<file path="src/verif/imem_init.hex">
// one 32-bit instruction word per entry, four entries per line, from word address 0
// word layout: a5, word address, 5a, 3f minus word address
a5005a3f a5015a3e a5025a3d a5035a3c
a5045a3b a5055a3a a5065a39 a5075a38
a5085a37 a5095a36 a50a5a35 a50b5a34
a50c5a33 a50d5a32 a50e5a31 a50f5a30
a5105a2f a5115a2e a5125a2d a5135a2c
a5145a2b a5155a2a a5165a29 a5175a28
a5185a27 a5195a26 a51a5a25 a51b5a24
a51c5a23 a51d5a22 a51e5a21 a51f5a20
a5205a1f a5215a1e a5225a1d a5235a1c
a5245a1b a5255a1a a5265a19 a5275a18
a5285a17 a5295a16 a52a5a15 a52b5a14
a52c5a13 a52d5a12 a52e5a11 a52f5a10
a5305a0f a5315a0e a5325a0d a5335a0c
a5345a0b a5355a0a a5365a09 a5375a08
a5385a07 a5395a06 a53a5a05 a53b5a04
a53c5a03 a53d5a02 a53e5a01 a53f5a00
</file>
<file path="src/isa_pkg.sv">
// instruction-set definitions shared by the fetch stage and its testbench
// import inside a module body; use scoped names in port lists
`default_nettype none

package isa_pkg;

	// data and pc width
	localparam int xlen = 32;

	// nop opcode 01111 in the top five bits
	localparam logic [xlen-1:0] nop_instr = {5'b01111, 27'd0};

	// positions in the 2-bit flag vector
	localparam int flag_n_bit = 1;
	localparam int flag_z_bit = 0;

	// branch condition, carried in the low alu op bits
	typedef enum logic [1:0] {
		cond_eq = 2'd0, // z set
		cond_ne = 2'd1, // z clear
		cond_lt = 2'd2, // n set
		cond_ge = 2'd3  // n clear
	} branch_cond_e;

	// jump kind, same op bits as branches
	typedef enum logic [1:0] {
		jmp_abs  = 2'd0,
		jmp_link = 2'd1,
		jmp_reg  = 2'd2,
		jmp_none = 2'd3 // no redirect
	} jump_kind_e;

endpackage

`default_nettype wire

</file>
<file path="src/imem_pkg.sv">
// instruction memory geometry and handshake timing
`default_nettype none

package imem_pkg;

	// rom size in words
	localparam int imem_depth = 64;
	localparam int imem_addr_w = 6;

	// cycles spent in wait before ack, at least one
	localparam int imem_wait = 2;

	// program image, looked up relative to the simulation directory
	localparam string imem_file = "/design/src/verif/imem_init.hex";

endpackage

`default_nettype wire

</file>
<file path="src/branch_resolve.sv">
// redirect decision for the instruction at the execute/memory boundary
// purely combinational, feeds the pc unit in the same cycle
`default_nettype none

module branch_resolve (
	input  logic       ex_valid,
	input  logic       ex_branch,
	input  logic       ex_jump,
	input  logic [1:0] ex_op,
	input  logic [1:0] ex_flags,
	output logic       redirect
);
	import isa_pkg::*;

	branch_cond_e cond;
	jump_kind_e   kind;
	logic         cond_met;
	logic         taken;

	// same op bits read two ways
	assign cond = branch_cond_e'(ex_op);
	assign kind = jump_kind_e'(ex_op);

	// flag test for conditional branches
	always_comb begin
		case (cond)
			cond_eq: cond_met = ex_flags[flag_z_bit];
			cond_ne: cond_met = !ex_flags[flag_z_bit];
			cond_lt: cond_met = ex_flags[flag_n_bit];
			cond_ge: cond_met = !ex_flags[flag_n_bit];
			default: cond_met = 1'b0;
		endcase
	end

	// jump wins over branch when both are set
	always_comb begin
		if (ex_jump)
			taken = (kind != jmp_none);
		else if (ex_branch)
			taken = cond_met;
		else
			taken = 1'b0;
	end

	// only a resolved instruction may redirect
	assign redirect = ex_valid && taken;

endmodule

`default_nettype wire

</file>
<file path="src/pc_unit.sv">
// program counter with restore, redirect, stall and sequential advance
// advance comes from the fetch controller once a word has been delivered
`default_nettype none

module pc_unit (
	input  logic                    clk,
	input  logic                    rst_n,
	input  logic                    advance,
	input  logic                    stall,
	input  logic                    flush,
	input  logic                    redirect,
	input  logic [isa_pkg::xlen-1:0] redirect_target,
	input  logic                    restore,
	input  logic [isa_pkg::xlen-1:0] restore_pc,
	output logic [isa_pkg::xlen-1:0] pc
);
	import isa_pkg::*;

	logic [xlen-1:0] pc_next;
	logic            step;

	// a flush means the pc must move even while stalled
	assign step = advance && (!stall || flush);

	// priority: restore, redirect, advance, hold
	always_comb begin
		if (restore)
			pc_next = restore_pc;
		else if (redirect)
			pc_next = redirect_target;
		else if (step)
			pc_next = pc + xlen'(4);
		else
			pc_next = pc;
	end

	always_ff @(posedge clk or negedge rst_n) begin
		if (!rst_n) begin
			pc <= '0;
		end else begin
			pc <= pc_next;
		end
	end

	// fetch addresses are word based
	a_pc_aligned: assert property (
		@(posedge clk) disable iff (!rst_n)
		pc[1:0] == 2'b00
	);

endmodule

`default_nettype wire

</file>
<file path="src/imem.sv">
// instruction rom behind a four-phase req/ack port
// ack comes imem_wait+1 cycles after req and drops one cycle after req falls
`default_nettype none

module imem (
	input  logic                          clk,
	input  logic                          rst_n,
	input  logic                          imem_req,
	input  logic [imem_pkg::imem_addr_w-1:0] imem_addr,
	output logic                          imem_ack,
	output logic [isa_pkg::xlen-1:0]       imem_data
);
	import isa_pkg::*;
	import imem_pkg::*;

	localparam int cnt_w = $clog2(imem_wait + 1);

	typedef enum logic [1:0] {
		mem_idle,
		mem_wait,
		mem_ack
	} mem_state_e;

	logic [xlen-1:0] rom [imem_depth];
	mem_state_e      state;
	logic [cnt_w-1:0] wait_cnt;

	initial begin
		$readmemh(imem_file, rom);
	end

	always_ff @(posedge clk or negedge rst_n) begin
		if (!rst_n) begin
			state    <= mem_idle;
			wait_cnt <= '0;
			imem_ack <= 1'b0;
		end else begin
			case (state)
				mem_idle: begin
					// first cycle of wait is already counted
					if (imem_req) begin
						wait_cnt <= cnt_w'(1);
						state    <= mem_wait;
					end
				end
				mem_wait: begin
					if (wait_cnt == cnt_w'(imem_wait)) begin
						imem_ack <= 1'b1;
						state    <= mem_ack;
					end else begin
						wait_cnt <= wait_cnt + cnt_w'(1);
					end
				end
				mem_ack: begin
					// hold ack until the requester lets go
					if (!imem_req) begin
						imem_ack <= 1'b0;
						state    <= mem_idle;
					end
				end
				default: state <= mem_idle;
			endcase
		end
	end

	// read word latched together with the ack edge
	always_ff @(posedge clk) begin
		if (state == mem_wait && wait_cnt == cnt_w'(imem_wait))
			imem_data <= rom[imem_addr];
	end

	// requester must not move the address mid transaction
	a_addr_stable: assert property (
		@(posedge clk) disable iff (!rst_n)
		imem_req |=> !imem_req || $stable(imem_addr)
	);

endmodule

`default_nettype wire

</file>
<file path="src/fetch_ctrl.sv">
// fetch sequencing: one rom transaction per pc, then deliver the word
// handles injection at capture, flush to nop, and hold under stall
`default_nettype none

module fetch_ctrl (
	input  logic                          clk,
	input  logic                          rst_n,
	input  logic [isa_pkg::xlen-1:0]       pc,
	input  logic                          stall,
	input  logic                          flush,
	input  logic                          use_cpu_injection,
	input  logic [isa_pkg::xlen-1:0]       cpu_injection,
	input  logic                          use_int_instr,
	input  logic [isa_pkg::xlen-1:0]       int_instr,
	output logic                          imem_req,
	output logic [imem_pkg::imem_addr_w-1:0] imem_addr,
	input  logic                          imem_ack,
	input  logic [isa_pkg::xlen-1:0]       imem_data,
	output logic                          advance,
	output logic [isa_pkg::xlen-1:0]       instr,
	output logic [isa_pkg::xlen-1:0]       instr_pc,
	output logic                          instr_valid
);
	import isa_pkg::*;
	import imem_pkg::*;

	typedef enum logic [1:0] {
		f_hold,
		f_req,
		f_release
	} fetch_state_e;

	fetch_state_e    state;
	logic [xlen-1:0] req_pc;
	logic [xlen-1:0] word_q;
	logic [xlen-1:0] instr_q;
	logic            instr_valid_q;
	logic            discard;
	logic            hold;
	logic            start;
	logic            done_hs;
	logic            stale;
	logic            drop;
	logic            deliver;

	assign hold = stall && !flush;

	// wait for the pc to take the last advance before sampling it
	assign start = (state == f_hold) && !advance && !flush && !stall;

	// handshake finished once ack is back low
	assign done_hs = (state == f_release) && !imem_ack;

	// pc moved by restore or redirect while in flight
	assign stale   = discard || flush || (pc != req_pc);
	assign drop    = done_hs && stale;
	assign deliver = done_hs && !stale;

	always_ff @(posedge clk or negedge rst_n) begin
		if (!rst_n) begin
			state    <= f_hold;
			imem_req <= 1'b0;
			discard  <= 1'b0;
		end else begin
			case (state)
				f_hold: begin
					if (start) begin
						imem_req <= 1'b1;
						state    <= f_req;
					end
				end
				f_req: begin
					if (imem_ack) begin
						imem_req <= 1'b0;
						state    <= f_release;
					end
				end
				f_release: begin
					// stay until ack is back low
					if (drop || deliver)
						state <= f_hold;
				end
				default: state <= f_hold;
			endcase

			// flush kills whatever is in flight
			if (drop || deliver)
				discard <= 1'b0;
			else if (flush && state != f_hold)
				discard <= 1'b1;
		end
	end

	// address and pc frozen for the whole transaction
	always_ff @(posedge clk) begin
		if (start) begin
			req_pc    <= pc;
			imem_addr <= pc[imem_addr_w+1:2];
		end
	end

	// injection overrides the rom word, cpu fsm first
	always_ff @(posedge clk) begin
		if (state == f_req && imem_ack) begin
			if (use_cpu_injection)
				word_q <= cpu_injection;
			else if (use_int_instr)
				word_q <= int_instr;
			else
				word_q <= imem_data;
		end
	end

	always_ff @(posedge clk) begin
		if (deliver) begin
			instr_q  <= word_q;
			instr_pc <= req_pc;
		end
	end

	always_ff @(posedge clk or negedge rst_n) begin
		if (!rst_n) begin
			instr_valid_q <= 1'b0;
			advance       <= 1'b0;
		end else begin
			if (flush)
				instr_valid_q <= 1'b0;
			else if (deliver)
				instr_valid_q <= 1'b1;
			else if (!stall)
				instr_valid_q <= 1'b0;

			// kept up until the pc unit can take it
			if (deliver)
				advance <= 1'b1;
			else if (!hold)
				advance <= 1'b0;
		end
	end

	// flushed slot shows a valid nop
	assign instr       = flush ? nop_instr : instr_q;
	assign instr_valid = instr_valid_q || flush;

	// four-phase rule, ack must drop before the next req
	a_req_after_ack: assert property (
		@(posedge clk) disable iff (!rst_n)
		$rose(imem_req) |-> !imem_ack
	);

endmodule

`default_nettype wire

</file>
<file path="src/fetch_top.sv">
// fetch stage top: pc unit, branch resolver, fetch controller and rom
`default_nettype none

module fetch_top (
	input  logic                    clk,
	input  logic                    rst_n,
	input  logic                    stall,
	input  logic                    flush,
	input  logic                    ex_valid,
	input  logic                    ex_branch,
	input  logic                    ex_jump,
	input  logic [1:0]              ex_op,
	input  logic [1:0]              ex_flags,
	input  logic [isa_pkg::xlen-1:0] redirect_target,
	input  logic                    restore,
	input  logic [isa_pkg::xlen-1:0] restore_pc,
	input  logic                    use_cpu_injection,
	input  logic [isa_pkg::xlen-1:0] cpu_injection,
	input  logic                    use_int_instr,
	input  logic [isa_pkg::xlen-1:0] int_instr,
	output logic [isa_pkg::xlen-1:0] instr,
	output logic [isa_pkg::xlen-1:0] instr_pc,
	output logic                    instr_valid,
	output logic [isa_pkg::xlen-1:0] current_pc
);
	import isa_pkg::*;
	import imem_pkg::*;

	logic                   redirect;
	logic                   advance;
	logic                   imem_req;
	logic                   imem_ack;
	logic [imem_addr_w-1:0] imem_addr;
	logic [xlen-1:0]        imem_data;

	branch_resolve u_branch (
		.ex_valid (ex_valid),
		.ex_branch(ex_branch),
		.ex_jump  (ex_jump),
		.ex_op    (ex_op),
		.ex_flags (ex_flags),
		.redirect (redirect)
	);

	// current_pc doubles as the fetch pc
	pc_unit u_pc (
		.clk            (clk),
		.rst_n          (rst_n),
		.advance        (advance),
		.stall          (stall),
		.flush          (flush),
		.redirect       (redirect),
		.redirect_target(redirect_target),
		.restore        (restore),
		.restore_pc     (restore_pc),
		.pc             (current_pc)
	);

	fetch_ctrl u_ctrl (
		.clk              (clk),
		.rst_n            (rst_n),
		.pc               (current_pc),
		.stall            (stall),
		.flush            (flush),
		.use_cpu_injection(use_cpu_injection),
		.cpu_injection    (cpu_injection),
		.use_int_instr    (use_int_instr),
		.int_instr        (int_instr),
		.imem_req         (imem_req),
		.imem_addr        (imem_addr),
		.imem_ack         (imem_ack),
		.imem_data        (imem_data),
		.advance          (advance),
		.instr            (instr),
		.instr_pc         (instr_pc),
		.instr_valid      (instr_valid)
	);

	imem u_imem (
		.clk      (clk),
		.rst_n    (rst_n),
		.imem_req (imem_req),
		.imem_addr(imem_addr),
		.imem_ack (imem_ack),
		.imem_data(imem_data)
	);

endmodule

`default_nettype wire

</file>
<file path="config.mk">
export PLATFORM = sky130hd
export DESIGN_NAME = fetch_top
export DESIGN_NICKNAME = d
export VERILOG_FILES = /design/src/isa_pkg.sv /design/src/imem_pkg.sv /design/src/branch_resolve.sv /design/src/pc_unit.sv /design/src/imem.sv /design/src/fetch_ctrl.sv /design/src/fetch_top.sv
export SDC_FILE = /design/constraint.sdc
export NUM_CORES = 1
export LEC_CHECK = 0
export BUFFER_PORTS_ARGS = -buffer_cell sky130_fd_sc_hd__buf_2
export CORE_ASPECT_RATIO = 1.5
export CORE_MARGIN = 5
export CORE_UTILIZATION = 40
export DETAILED_ROUTE_END_ITERATION = 6
export PLACE_DENSITY = 0.76
export SLEW_MARGIN = 20
export SYNTH_ARGS = -nofsm -noshare
export SYNTH_HDL_FRONTEND = slang
export SYNTH_SLANG_ARGS = --single-unit
</file>
<file path="constraint.sdc">
create_clock -name clk -period 3.88 [get_ports clk]
set_input_delay 1.164 -clock clk [delete_from_list [all_inputs] [get_ports clk]]
set_output_delay 1.164 -clock clk [all_outputs]
set_load 0.1 [all_outputs]
</file>
==> Yosys cells after proc, flatten, opt, wreduce, memory -nomap -nowiden <==
Index checks and enable logic that the tools add are counted.
{ "totals": {"register_bits": 203, "out_inout_bits": 97, "elab_cells": 105, "inputBits": 142} }
{ "op_classes": {"n_addsub": 2, "eq_ne": 19, "reduce_logical": 38, "muxes": 32} }
{ "ops": {"columns": ["cell", "n"], "rows": [
  ["$mux W32", 6],
  ["$add A32 B3 Y32 const B", 1],
  ["$ne A32 B32 Y1", 1],
  ["$reduce_and A3 Y1", 5],
  ["$mux W2", 7],
  ["$ne A2 B2 Y1 const B", 7],
  ["$mux W1", 13],
  ["$logic_and A1 B1 Y1", 12],
  ["$pmux W2 S3", 2],
  ["$eq A2 B2 Y1 const B", 5],
  ["$reduce_bool A2 Y1", 5],
  ["$logic_not A1 Y1", 7],
  ["$eq A2 B1 Y1 const B", 3],
  ["$logic_not A2 Y1", 3],
  ["$logic_or A1 B1 Y1", 5],
  ["$ne A2 B1 Y1 const B", 2],
  ["$pmux W1 S2", 2],
  ["$pmux W1 S4", 1],
  ["$pmux W2 S2", 1],
  ["$ne A3 B1 Y1 const B", 1],
  ["$reduce_bool A3 Y1", 1],
  ["$add A2 B1 Y2 const B", 1]
]} }

==> Longest topological paths before layout <==
Gate-level depths: netlist of run 1.
{ "logic_depth": {"ltp_word": 7, "ltp_mapped": 7, "depth_no_buf": 6} }

==> Modules after synthesis <==
A second synthesis of run 1 with hierarchy kept.
{ "unflattened": {"cells_unflattened": 686, "hier_area_um2": 8256.7} }
{ "by_module_without_submodules": {"columns": ["module", "n_inst", "cells_per_inst", "area_each_um2"], "rows": [
  ["fetch_ctrl", 1, 348, 5388.9],
  ["pc_unit", 1, 273, 2332.2],
  ["imem", 1, 58, 484.2],
  ["branch_resolve", 1, 7, 51.3]
]} }

==> Worst setup path before layout of run 1 <==
Ideal clock, no wire load.
{ "synth_timing": {"path_type": "input -> output", "startpoint": "input flush", "endpoint": "output instr[10] in the netlist's numbering", "arrival_time_ns": 2.907, "required_ns": 2.716, "cell_stages": 3, "path_slack_ns": -0.191, "path_buffers": 2, "cell_sequence": "clkbuf_1 > clkbuf_1 > nor2b_1"} }
{ "synth_between": {"elab_chain_cells": 1} }
{ "synth_lines": {"columns": ["item", "line_no", "rtl"], "rows": [
  ["from (decl)", "fetch_top.sv:8", "input logic flush,"],
  ["$mux W32", "fetch_ctrl.sv:142", "assign instr = flush ? nop_instr : instr_q;"],
  ["to (decl)", "fetch_top.sv:21", "output logic [isa_pkg::xlen-1:0] instr,"]
]} }
Every way passes these cells.

==> Worst setup path in the final report of run 1 <==
{ "layout_timing": {"startpoint": "input flush", "endpoint": "output instr[29] in the netlist's numbering"} }
The elaborated chain is that of the path after synthesis.

==> impl_metrics.yaml, run 1 <==
setup_path:
  cp-end-kind: "output pin"
  r2r.worst_path.cells: 5
  critPathKind: "in -> out"
  cp_data_required_time_ns: 2.72
  cp_data_arrival_time_ns: 2.24
  path_max_fanout: 33
  timing.critical_path.from_type: "input port"
pwr:
  vdd_ir_drop_max_v: 0.000257
  power.leakage_nw: 3.84
  power-per-cell-area_nw_per_um2: 494
  design_power_total_mw: 4.78
timing:
  finalHoldViolations: 0
  grt_setup_unrepaired: "false"
  worst-slew-pin-transition_ns: 0.939
  final_worst_path_period_share: 0.877
  fin_worst_hold_slack_ns: 0.415
  finClkSkew_ns: 0.00817
  post-route-min-period_ns: 3.40
  maximum_frequency_from_static_timing_analysis_ghz: 0.294
  relSlewSlack: 0.372
  drv_slew: 0
  timing.final.setup_violations: 0
  setup_ws_ns: 0.476
place:
  gp_routability_congestion: 0.858
  postPlaceCellArea_um2: 9140
  post-dp-hpwl_mm: 14.9
  buffer_ports.inserted: 237
  place.detailed.instances: 1048
  place_ws_ns: 0.420
route:
  routed_wire_length_per_instance_um: 18.0
  routed_wirelength_mm: 19.6
  final_antenna_net_count: 0
  route.detailed.drc: 0
  detailedRoute.firstIterationViolations: 262
  viasPerCell: 5.00
  number_of_iterations_in_the_first_detailed_routing_pass: 4
  vias: 5430
clock_tree:
  clk_transition_reported_paths_ns: 0.07
  cts-root-to-sink-buffers: 2
  insertion_delay_ns: 0.42
  clk_root_buffer_cell: "clkbuf_16"
  cts_htree_levels: 4
  numClockSinks: 171
  cts_hold_buf: 0
  cts_made_buffers: 17
  cts-resized-gates: 0
  post-cts-setup-buffer-count: 0
  cts_tree: "built"
yosys:
  yosys.area.top_type_share: 0.503
  yosys_register_bits: 171
  seq_area_frac_synth: 0.644
  synth_edf_count: 128
  synth-warning-count: 0
  syn_area_um2: 7640
  ys_async_sr_fraction: 0.251
  avgSynthCellArea_um2: 13.3
  ys_top_cells_by_area: "edfxtp_1, dfrtp_1, xnor2_1, mux2_2, nor2b_1"
  syn_nets: 717
  synth_largest_area_cell: "edfxtp_1"
  synth_top_flop_cell: "edfxtp_1"
  syn_inst: 573
  synth.lib_cells_used.distinct: 56
final_layout:
  multi_input_combinational_cell_area_um2: 2530
  nNetsFinal: 955
  drive_gt1_frac: 0.403
  fin_area_um2: 9690
  post_layout_nonfiller_instances: 1087
  area_growth_pct: 26.9
  nFillCells: 1676
  register_area_um2: 4920
global_route:
  grt_pass1_vias: 5445
  grt_antenna_before_repair: 11
  total_routing_usage_reported_by_global_routing: 0.179
  grt_pass1_wl_mm: 29.2
  gr-total-overflow: 0
  grt_max_degree: 44
die:
  die-width_um: 123
  dieArea_um2: 22000
  core_area_um2: 19000
  floorplan.initialDensity: 0.402
  die_height_um: 179
  placement_rows: 62
  floorplan.io_pins: 239
worst_hold_path:
  min_delay_path_depth: 0
  min-delay-path-class: "reg -> reg"
flow_run:
  drv_cap: 0
run_status:
  status: "finished, final reports clean"
-- registers in the layout (all words and copies together), names as in the netlist --
name                  cells
u_ctrl.req_pc            32
u_ctrl.discard            1
u_ctrl.state              2
u_ctrl.instr_pc          32
u_imem.imem_ack           1
u_imem.state              2
u_imem.wait_cnt           2
u_ctrl.word_q            32
u_ctrl.advance            1
u_ctrl.instr_q           32
u_ctrl.imem_req           1
u_pc.pc                  32
u_ctrl.instr_valid_q      1
-- area by class of cell --
type | instances | area share
clock buffers | 17 | 0.0439
inverters | 17 | 0.00659
multi-input cells | 357 | 0.262
repair buffers | 247 | 0.135
clock inverters | 15 | 0.0105
flip-flops and latches | 171 | 0.508
well taps | 256 | 0.0331
diodes | 7 | 0.00181
-- synth_stat cells (3+ instances only) --
| cell | n |
|---|---|
| a21oi_1 | 4 |
| a221oi_1 | 4 |
| and3_1 | 6 |
| and4_1 | 3 |
| buf_1 | 3 |
| buf_2 | 5 |
| clkbuf_1 | 15 |
| dfrtp_1 | 43 |
| edfxtp_1 | 128 |
| inv_1 | 17 |
| mux2_2 | 32 |
| mux2i_1 | 9 |
| nand2_1 | 48 |
| nand2b_1 | 4 |
| nand3_1 | 10 |
| nand4_1 | 15 |
| nand4_4 | 3 |
| nor2_1 | 21 |
| nor2b_1 | 29 |
| nor3_1 | 27 |
| nor4_1 | 12 |
| o21a_1 | 8 |
| o21ai_0 | 17 |
| o221ai_1 | 5 |
| o31a_1 | 4 |
| o31ai_1 | 11 |
| or2_2 | 5 |
| xnor2_1 | 45 |
| xor2_1 | 5 |
-- cell families after synthesis --
kind of cell | Yosys count | synth area share
xor gates and xnor gates | 50 | 0.0573
muxes | 41 | 0.0590
buffers and inverters | 45 | 0.0260
adders and majority gates | 2 | 0.00328
and+or+nand+nor | 197 | 0.145
DFF | 171 | 0.644
AOI/OAI and AO/OA | 67 | 0.0654
-- path summary, 6_finish.rpt --
check,from,end,slack (ns)
worst max-delay path,flush,instr[29],0.48
worst min-delay path,u_ctrl.word_q[24]$_DFFE_PP_,u_ctrl.instr_q[24]$_DFFE_PP_,0.42
worst max register to register,u_pc.pc[9]$_DFFE_PN0P_,u_ctrl.instr_pc[14]$_DFFE_PP_,1.44
worst min register to register,u_ctrl.word_q[24]$_DFFE_PP_,u_ctrl.instr_q[24]$_DFFE_PP_,0.42
max in group asynchronous,rst_n,u_pc.pc[3]$_DFFE_PN0P_,2.36
min in group asynchronous,rst_n,u_pc.pc[8]$_DFFE_PN0P_,0.77
-- report_power, final --
| group | switching [mW] | internal, mW | total (mW) |
|---|---|---|---|
| Sequential | 0.158 | 2.16 | 2.32 |
| Combinational | 0.647 | 0.283 | 0.930 |
| Clock | 0.715 | 0.815 | 1.53 |
-- layout by cell type, fill, tap and decap left out, types with 4 or more instances in the layout --
cell        netlist  routed
buf_2             5     234
edfxtp_1        128     128
nand2_1          48      48
xnor2_1          45      45
dfrtp_1          43      43
mux2_2           32      32
nor2b_1          29      29
nor3_1           27      27
nor2_1           21      19
o21ai_0          17      17
clkbuf_16         0      17
inv_1            17      16
nand4_1          15      15
nor4_1           12      12
o31ai_1          11      11
nand3_1          10      10
buf_4             2      10
mux2i_1           9       9
o21a_1            8       8
diode_2           0       7
and3_1            6       6
or2_2             5       5
xor2_1            5       5
o221ai_1          5       5
nand2b_1          4       4
a21oi_1           4       4
o31a_1            4       4
a221oi_1          4       4
clkinv_2          0       4
clkinvlp_4        0       4
-- per-layer routing --
metal / vias up / global-route usage / routed length, um
met2: 214 / 0.309 / 10200
met4: 10 / 0.0813 / 715
met5: - / 0 / 49
met1: 2550 / 0.199 / 7080
li1: 2611 / - / -
met3: 45 / 0.0565 / 1590
-- stage by stage --
stage	setup TNS [ns]	util
6_report	0	0.510
5_1_grt	0	0.509
2_1_floorplan	-3.81	-
3_5_place_dp	0	0.481
3_3_place_gp	0	0.481
4_1_cts	0	0.509
-- critical path, stage by stage --
cell   delay (ns)
buf_2        0.45
or2_2        0.21
buf_2        0.41
Power figures use the tool's default switching activity.
==> run 2: changes to the inputs <==
--- a/config.mk
+++ b/config.mk
@@ -9,6 +9,7 @@
 export CORE_ASPECT_RATIO = 1.5
 export CORE_MARGIN = 5
 export CORE_UTILIZATION = 40
+export CTS_BUF_LIST = sky130_fd_sc_hd__clkbuf_8
 export DETAILED_ROUTE_END_ITERATION = 6
 export PLACE_DENSITY = 0.76
 export SLEW_MARGIN = 20
==> impl_metrics.yaml, run 2 (synthesis results as in run 1) <==
setup_path:
  worst_path_largest_cell_delay_ns: 0.45
  path_max_fanout: 33
  timing.critical_path.from_type: "input port"
  critPathKind: "in -> out"
  path_common_cell: "buf_2"
  timing.critical_path.cells: "buf_2 > or2_2 > buf_2"
  cp_data_required_time_ns: 2.72
  worstSetupStartpoint: "flush"
  r2r-start: "u_pc.pc[9]$_DFFE_PN0P_"
  cp-end-kind: "output pin"
  cp_max_delay_cell: "buf_2"
  cp_data_arrival_time_ns: 2.24
worst_hold_path:
  holdCritStartpoint: "u_ctrl.word_q[13]$_DFFE_PP_"
  min-delay-path-class: "reg -> reg"
die:
  floorplan.io_pins: 239
  floorplan.initialDensity: 0.402
  dieArea_um2: 22000
  die-width_um: 123
  die_height_um: 179
  placement_rows: 62
  core_area_um2: 19000
pwr:
  design_power_total_mw: 4.34
  netSwitchingPower_mw: 1.46
  power.leakage_nw: 3.76
  internal_power_mw: 2.88
  power.sequential.fraction: 0.534
  power-per-cell-area_nw_per_um2: 457
  power.clock.fraction: 0.252
  vdd_ir_drop_max_v: 0.000235
  power_switching_share: 0.336
  pwr-share-comb: 0.214
global_route:
  global_route.usage.met3: 0.0568
  global_route.peak_usage_layer: "met2"
  total_routing_usage_reported_by_global_routing: 0.177
  grt_pass1_wl_mm: 29.1
  grt_pass1_vias: 5424
  grt_use_met2: 0.312
  grt_use_met1: 0.196
  grt_antenna_before_repair: 10
  grt_max_degree: 44
  gr-total-overflow: 0
clock_tree:
  cts-root-to-sink-buffers: 2
  clk_root_buffer_cell: "clkbuf_8"
  numClockSinks: 171
  insertion_delay_ns: 0.45
  clk_transition_reported_paths_ns: 0.09
  cts_hold_buf: 0
  post-cts-setup-buffer-count: 0
  cts_htree_levels: 4
  cts_tree: "built"
  cts-resized-gates: 0
  cts_made_buffers: 17
route:
  route.detailed.drc: 0
  routed_wire_length_per_instance_um: 17.9
  final_antenna_net_count: 0
  number_of_iterations_in_the_first_detailed_routing_pass: 4
  viasPerCell: 4.99
  vias: 5419
  detailedRoute.firstIterationViolations: 220
  routed_wirelength_mm: 19.5
timing:
  maximum_frequency_from_static_timing_analysis_ghz: 0.293
  drv_slew: 0
  timing.final.setup_violations: 0
  final_worst_path_period_share: 0.878
  worst-slew-pin-transition_ns: 0.950
  totalNegativeSetupSlack_ns: 0
  post-route-min-period_ns: 3.41
  fin_worst_hold_slack_ns: 0.416
  finClkSkew_ns: 0.0128
  finalHoldViolations: 0
  setup_ws_ns: 0.472
  relSlewSlack: 0.365
  grt_setup_unrepaired: "false"
place:
  place_ws_ns: 0.420
  post-dp-hpwl_mm: 14.9
  buffer_ports.inserted: 237
  gp_routability_congestion: 0.858
flow_run:
  drv_cap: 0
final_layout:
  mostFrequentLayoutCells: "buf_2, edfxtp_1, nand2_1, xnor2_1, dfrtp_1"
  drive_gt1_frac: 0.403
  mostFrequentLayoutCell: "buf_2"
  nNetsFinal: 955
  area_growth_pct: 24.3
run_status:
  status: "finished, final reports clean"
==> run 2: cell count changes in the layout (fill, tap and decap cells not counted) <==
cell       change
diode_2        -1
clkbuf_16     -17
clkbuf_8      +17
==> run 2: worst max-delay path: cells and delay by family <==
kind / cells / cell delay (ns)
AND/OR/NAND/NOR: 1 / 0.21
buffers and inverters: 2 / 0.86
==> run 2: metal layers <==
metal	vias to the layer above	routed length [um]
met5	-	44
met4	10	537
met3	36	1620
met2	214	10300
met1	2548	6990
li1	2611	-
==> run 2: final cells by class <==
type | instances | area (um^2)
Fill cell | 1699 | 9510
Sequential cell | 171 | 4920
Multi-Input combinational cell | 357 | 2530
Timing Repair Buffer | 247 | 1310
Tap cell | 256 | 320
Clock buffer | 17 | 234
Clock inverter | 15 | 101
Inverter | 17 | 63.8
Antenna cell | 6 | 15.0
==> run 2: power groups by stage <==
stage / Sequential, mW / Combinational, mW / Clock, mW
CTS: 2.32 / 0.940 / 1.14
floorplan: 2.58 / 0.441 / 0
finish: 2.32 / 0.930 / 1.09
global route: 2.34 / 0.999 / 1.22
detailed placement: 2.36 / 0.940 / 0
global placement: 2.35 / 0.918 / 0
==> run 2: final timing paths <==
path / slack, ns / cells past startpoint / end
setup / recovery: 0.47 / 3 / instr[29]
hold / removal: 0.42 / 0 / u_ctrl.instr_q[13]$_DFFE_PP_
setup reg to reg: 1.44 / 5 / u_ctrl.instr_pc[1]$_DFFE_PP_
hold reg to reg: 0.42 / 0 / u_ctrl.instr_q[13]$_DFFE_PP_
max in group asynchronous: 2.40 / 2 / u_pc.pc[3]$_DFFE_PN0P_
min in group asynchronous: 0.74 / 1 / u_pc.pc[8]$_DFFE_PN0P_
==> run 2: per-stage QoR <==
| stage | util | cell area [um^2] | cells |
|---|---|---|---|
| 5_1_grt | 0.499 | 9490 | 1084 |
| 3_5_place_dp | 0.481 | 9140 | 1048 |
| 6_report | 0.500 | 9490 | 1086 |
| 2_1_floorplan | - | 7640 | 573 |
| 4_1_cts | 0.499 | 9480 | 1080 |
| 3_3_place_gp | 0.481 | 9140 | 1048 |
==> run 3: changes to the inputs <==
==> constraint.sdc (replaced) <==
create_clock -name clk -period 3.88 [get_ports clk]
set_input_delay 1.164 -clock clk [delete_from_list [all_inputs] [get_ports clk]]
set_output_delay 1.164 -clock clk [all_outputs]
set_load 0.01 [all_outputs]
==> impl_metrics.yaml, run 3 (synthesis results as in run 1) <==
die:
  core_area_um2: 19000
  die-width_um: 123
  dieArea_um2: 22000
  floorplan.io_pins: 239
  die_height_um: 179
  placement_rows: 62
  floorplan.initialDensity: 0.402
global_route:
  grt_pass1_vias: 5364
  gr-total-overflow: 0
  grt_antenna_before_repair: 9
  total_routing_usage_reported_by_global_routing: 0.179
  grt_max_degree: 40
  grt_pass1_wl_mm: 29.4
pwr:
  power.leakage_nw: 3.77
  vdd_ir_drop_max_v: 0.000257
  power-per-cell-area_nw_per_um2: 440
  design_power_total_mw: 4.19
setup_path:
  r2r.worst_path.cells: 5
  cp-end-kind: "output pin"
  cp_data_arrival_time_ns: 2.05
  timing.critical_path.from_type: "input port"
  path_max_fanout: 39
  cp_data_required_time_ns: 2.72
  critical_path.reg2reg.endpoint: "u_ctrl.instr_pc[4]$_DFFE_PP_"
  timing.reg2reg.setup_slack_ns: 1.34
  r2r-start: "u_pc.pc[9]$_DFFE_PN0P_"
  critPathKind: "in -> out"
final_layout:
  mostFrequentLayoutCell: "buf_2"
  drive_gt1_frac: 0.403
  area_growth_pct: 24.7
  post-route-util: 0.501
  post_layout_nonfiller_instances: 1083
  nNetsFinal: 955
  fin_area_um2: 9520
  mostFrequentLayoutCells: "buf_2, edfxtp_1, nand2_1, xnor2_1, dfrtp_1"
route:
  number_of_iterations_in_the_first_detailed_routing_pass: 5
  vias: 5499
  route.detailed.drc: 0
  wl_met3_mm: 1.68
  final_antenna_net_count: 0
  met2RoutedLength_mm: 10.8
  route.top_layer_used: "met5"
  viasPerCell: 5.08
  m1WireLength_mm: 7.05
  routed_wirelength_mm: 19.9
  detailedRoute.firstIterationViolations: 215
  routed_wire_length_per_instance_um: 18.4
clock_tree:
  insertion_delay_ns: 0.45
  cts-root-to-sink-buffers: 2
  cts_hold_buf: 0
  numClockSinks: 171
  clk_transition_reported_paths_ns: 0.09
  clk_root_buffer_cell: "clkbuf_8"
  cts_made_buffers: 17
  cts_htree_levels: 4
  cts-resized-gates: 0
  post-cts-setup-buffer-count: 0
  cts_tree: "built"
timing:
  fin_worst_hold_slack_ns: 0.421
  relSlewSlack: 0.370
  totalNegativeSetupSlack_ns: 0
  timing.final.setup_violations: 0
  grt_setup_unrepaired: "false"
  drv_slew: 0
  post-route-min-period_ns: 3.22
  finClkSkew_ns: 0.0171
  finalHoldViolations: 0
  worst-slew-pin-transition_ns: 0.942
  maximum_frequency_from_static_timing_analysis_ghz: 0.311
  final_worst_path_period_share: 0.829
  setup_ws_ns: 0.664
place:
  post-dp-hpwl_mm: 15.0
  gp_routability_congestion: 0.824
  postPlaceCellArea_um2: 9110
  buffer_ports.inserted: 237
  place.detailed.instances: 1048
  place_ws_ns: 0.612
run_status:
  status: "finished, final reports clean"
worst_hold_path:
  min-delay-path-class: "reg -> reg"
  hold_path_end: "u_ctrl.instr_q[13]$_DFFE_PP_"
  holdCritStartpoint: "u_ctrl.word_q[13]$_DFFE_PP_"
  min_delay_path_depth: 0
flow_run:
  drv_cap: 0
-- run 3: how the worst max path moves through the flow --
stage          start                    endpoint  slack (ns)  depth (start not counted)
6_report       flush                 instr_valid        0.66                          3
5_1_grt        flush                 instr_valid        0.56                          3
3_5_place_dp   flush     u_pc.pc[29]$_DFFE_PN0P_        0.61                          6
2_1_floorplan  stall  u_ctrl.req_pc[0]$_DFFE_PP_        0.40                          2
4_1_cts        flush                 instr_valid        0.62                          3
3_3_place_gp   flush                 instr_valid        0.63                          3
-- run 3: power breakdown --
| part | internal, mW | switching (mW) |
|---|---|---|
| sequential | 2.16 | 0.161 |
| clock | 0.583 | 0.682 |
| combinational | 0.281 | 0.322 |
| total | 3.02 | 1.16 |
-- run 3: routing by layer --
metal,up-vias,track usage
met5,-,0
met1,2630,0.193
met4,14,0.0546
met2,227,0.327
li1,2596,-
met3,32,0.0587
-- run 3: cell type report --
| cell class | instances | area (um^2) |
|---|---|---|
| Clock inverter | 15 | 168 |
| Multi-Input combinational cell | 357 | 2530 |
| Clock buffer | 17 | 234 |
| Inverter | 17 | 63.8 |
| Timing Repair Buffer | 247 | 1270 |
| Fill cell | 1711 | 9490 |
| Tap cell | 256 | 320 |
| Antenna cell | 3 | 7.51 |
| Sequential cell | 171 | 4920 |
-- run 3: critical path, cell delays in order --
cell	delay (ns)
buf_2	0.52
or2_2	0.22
buf_2	0.13
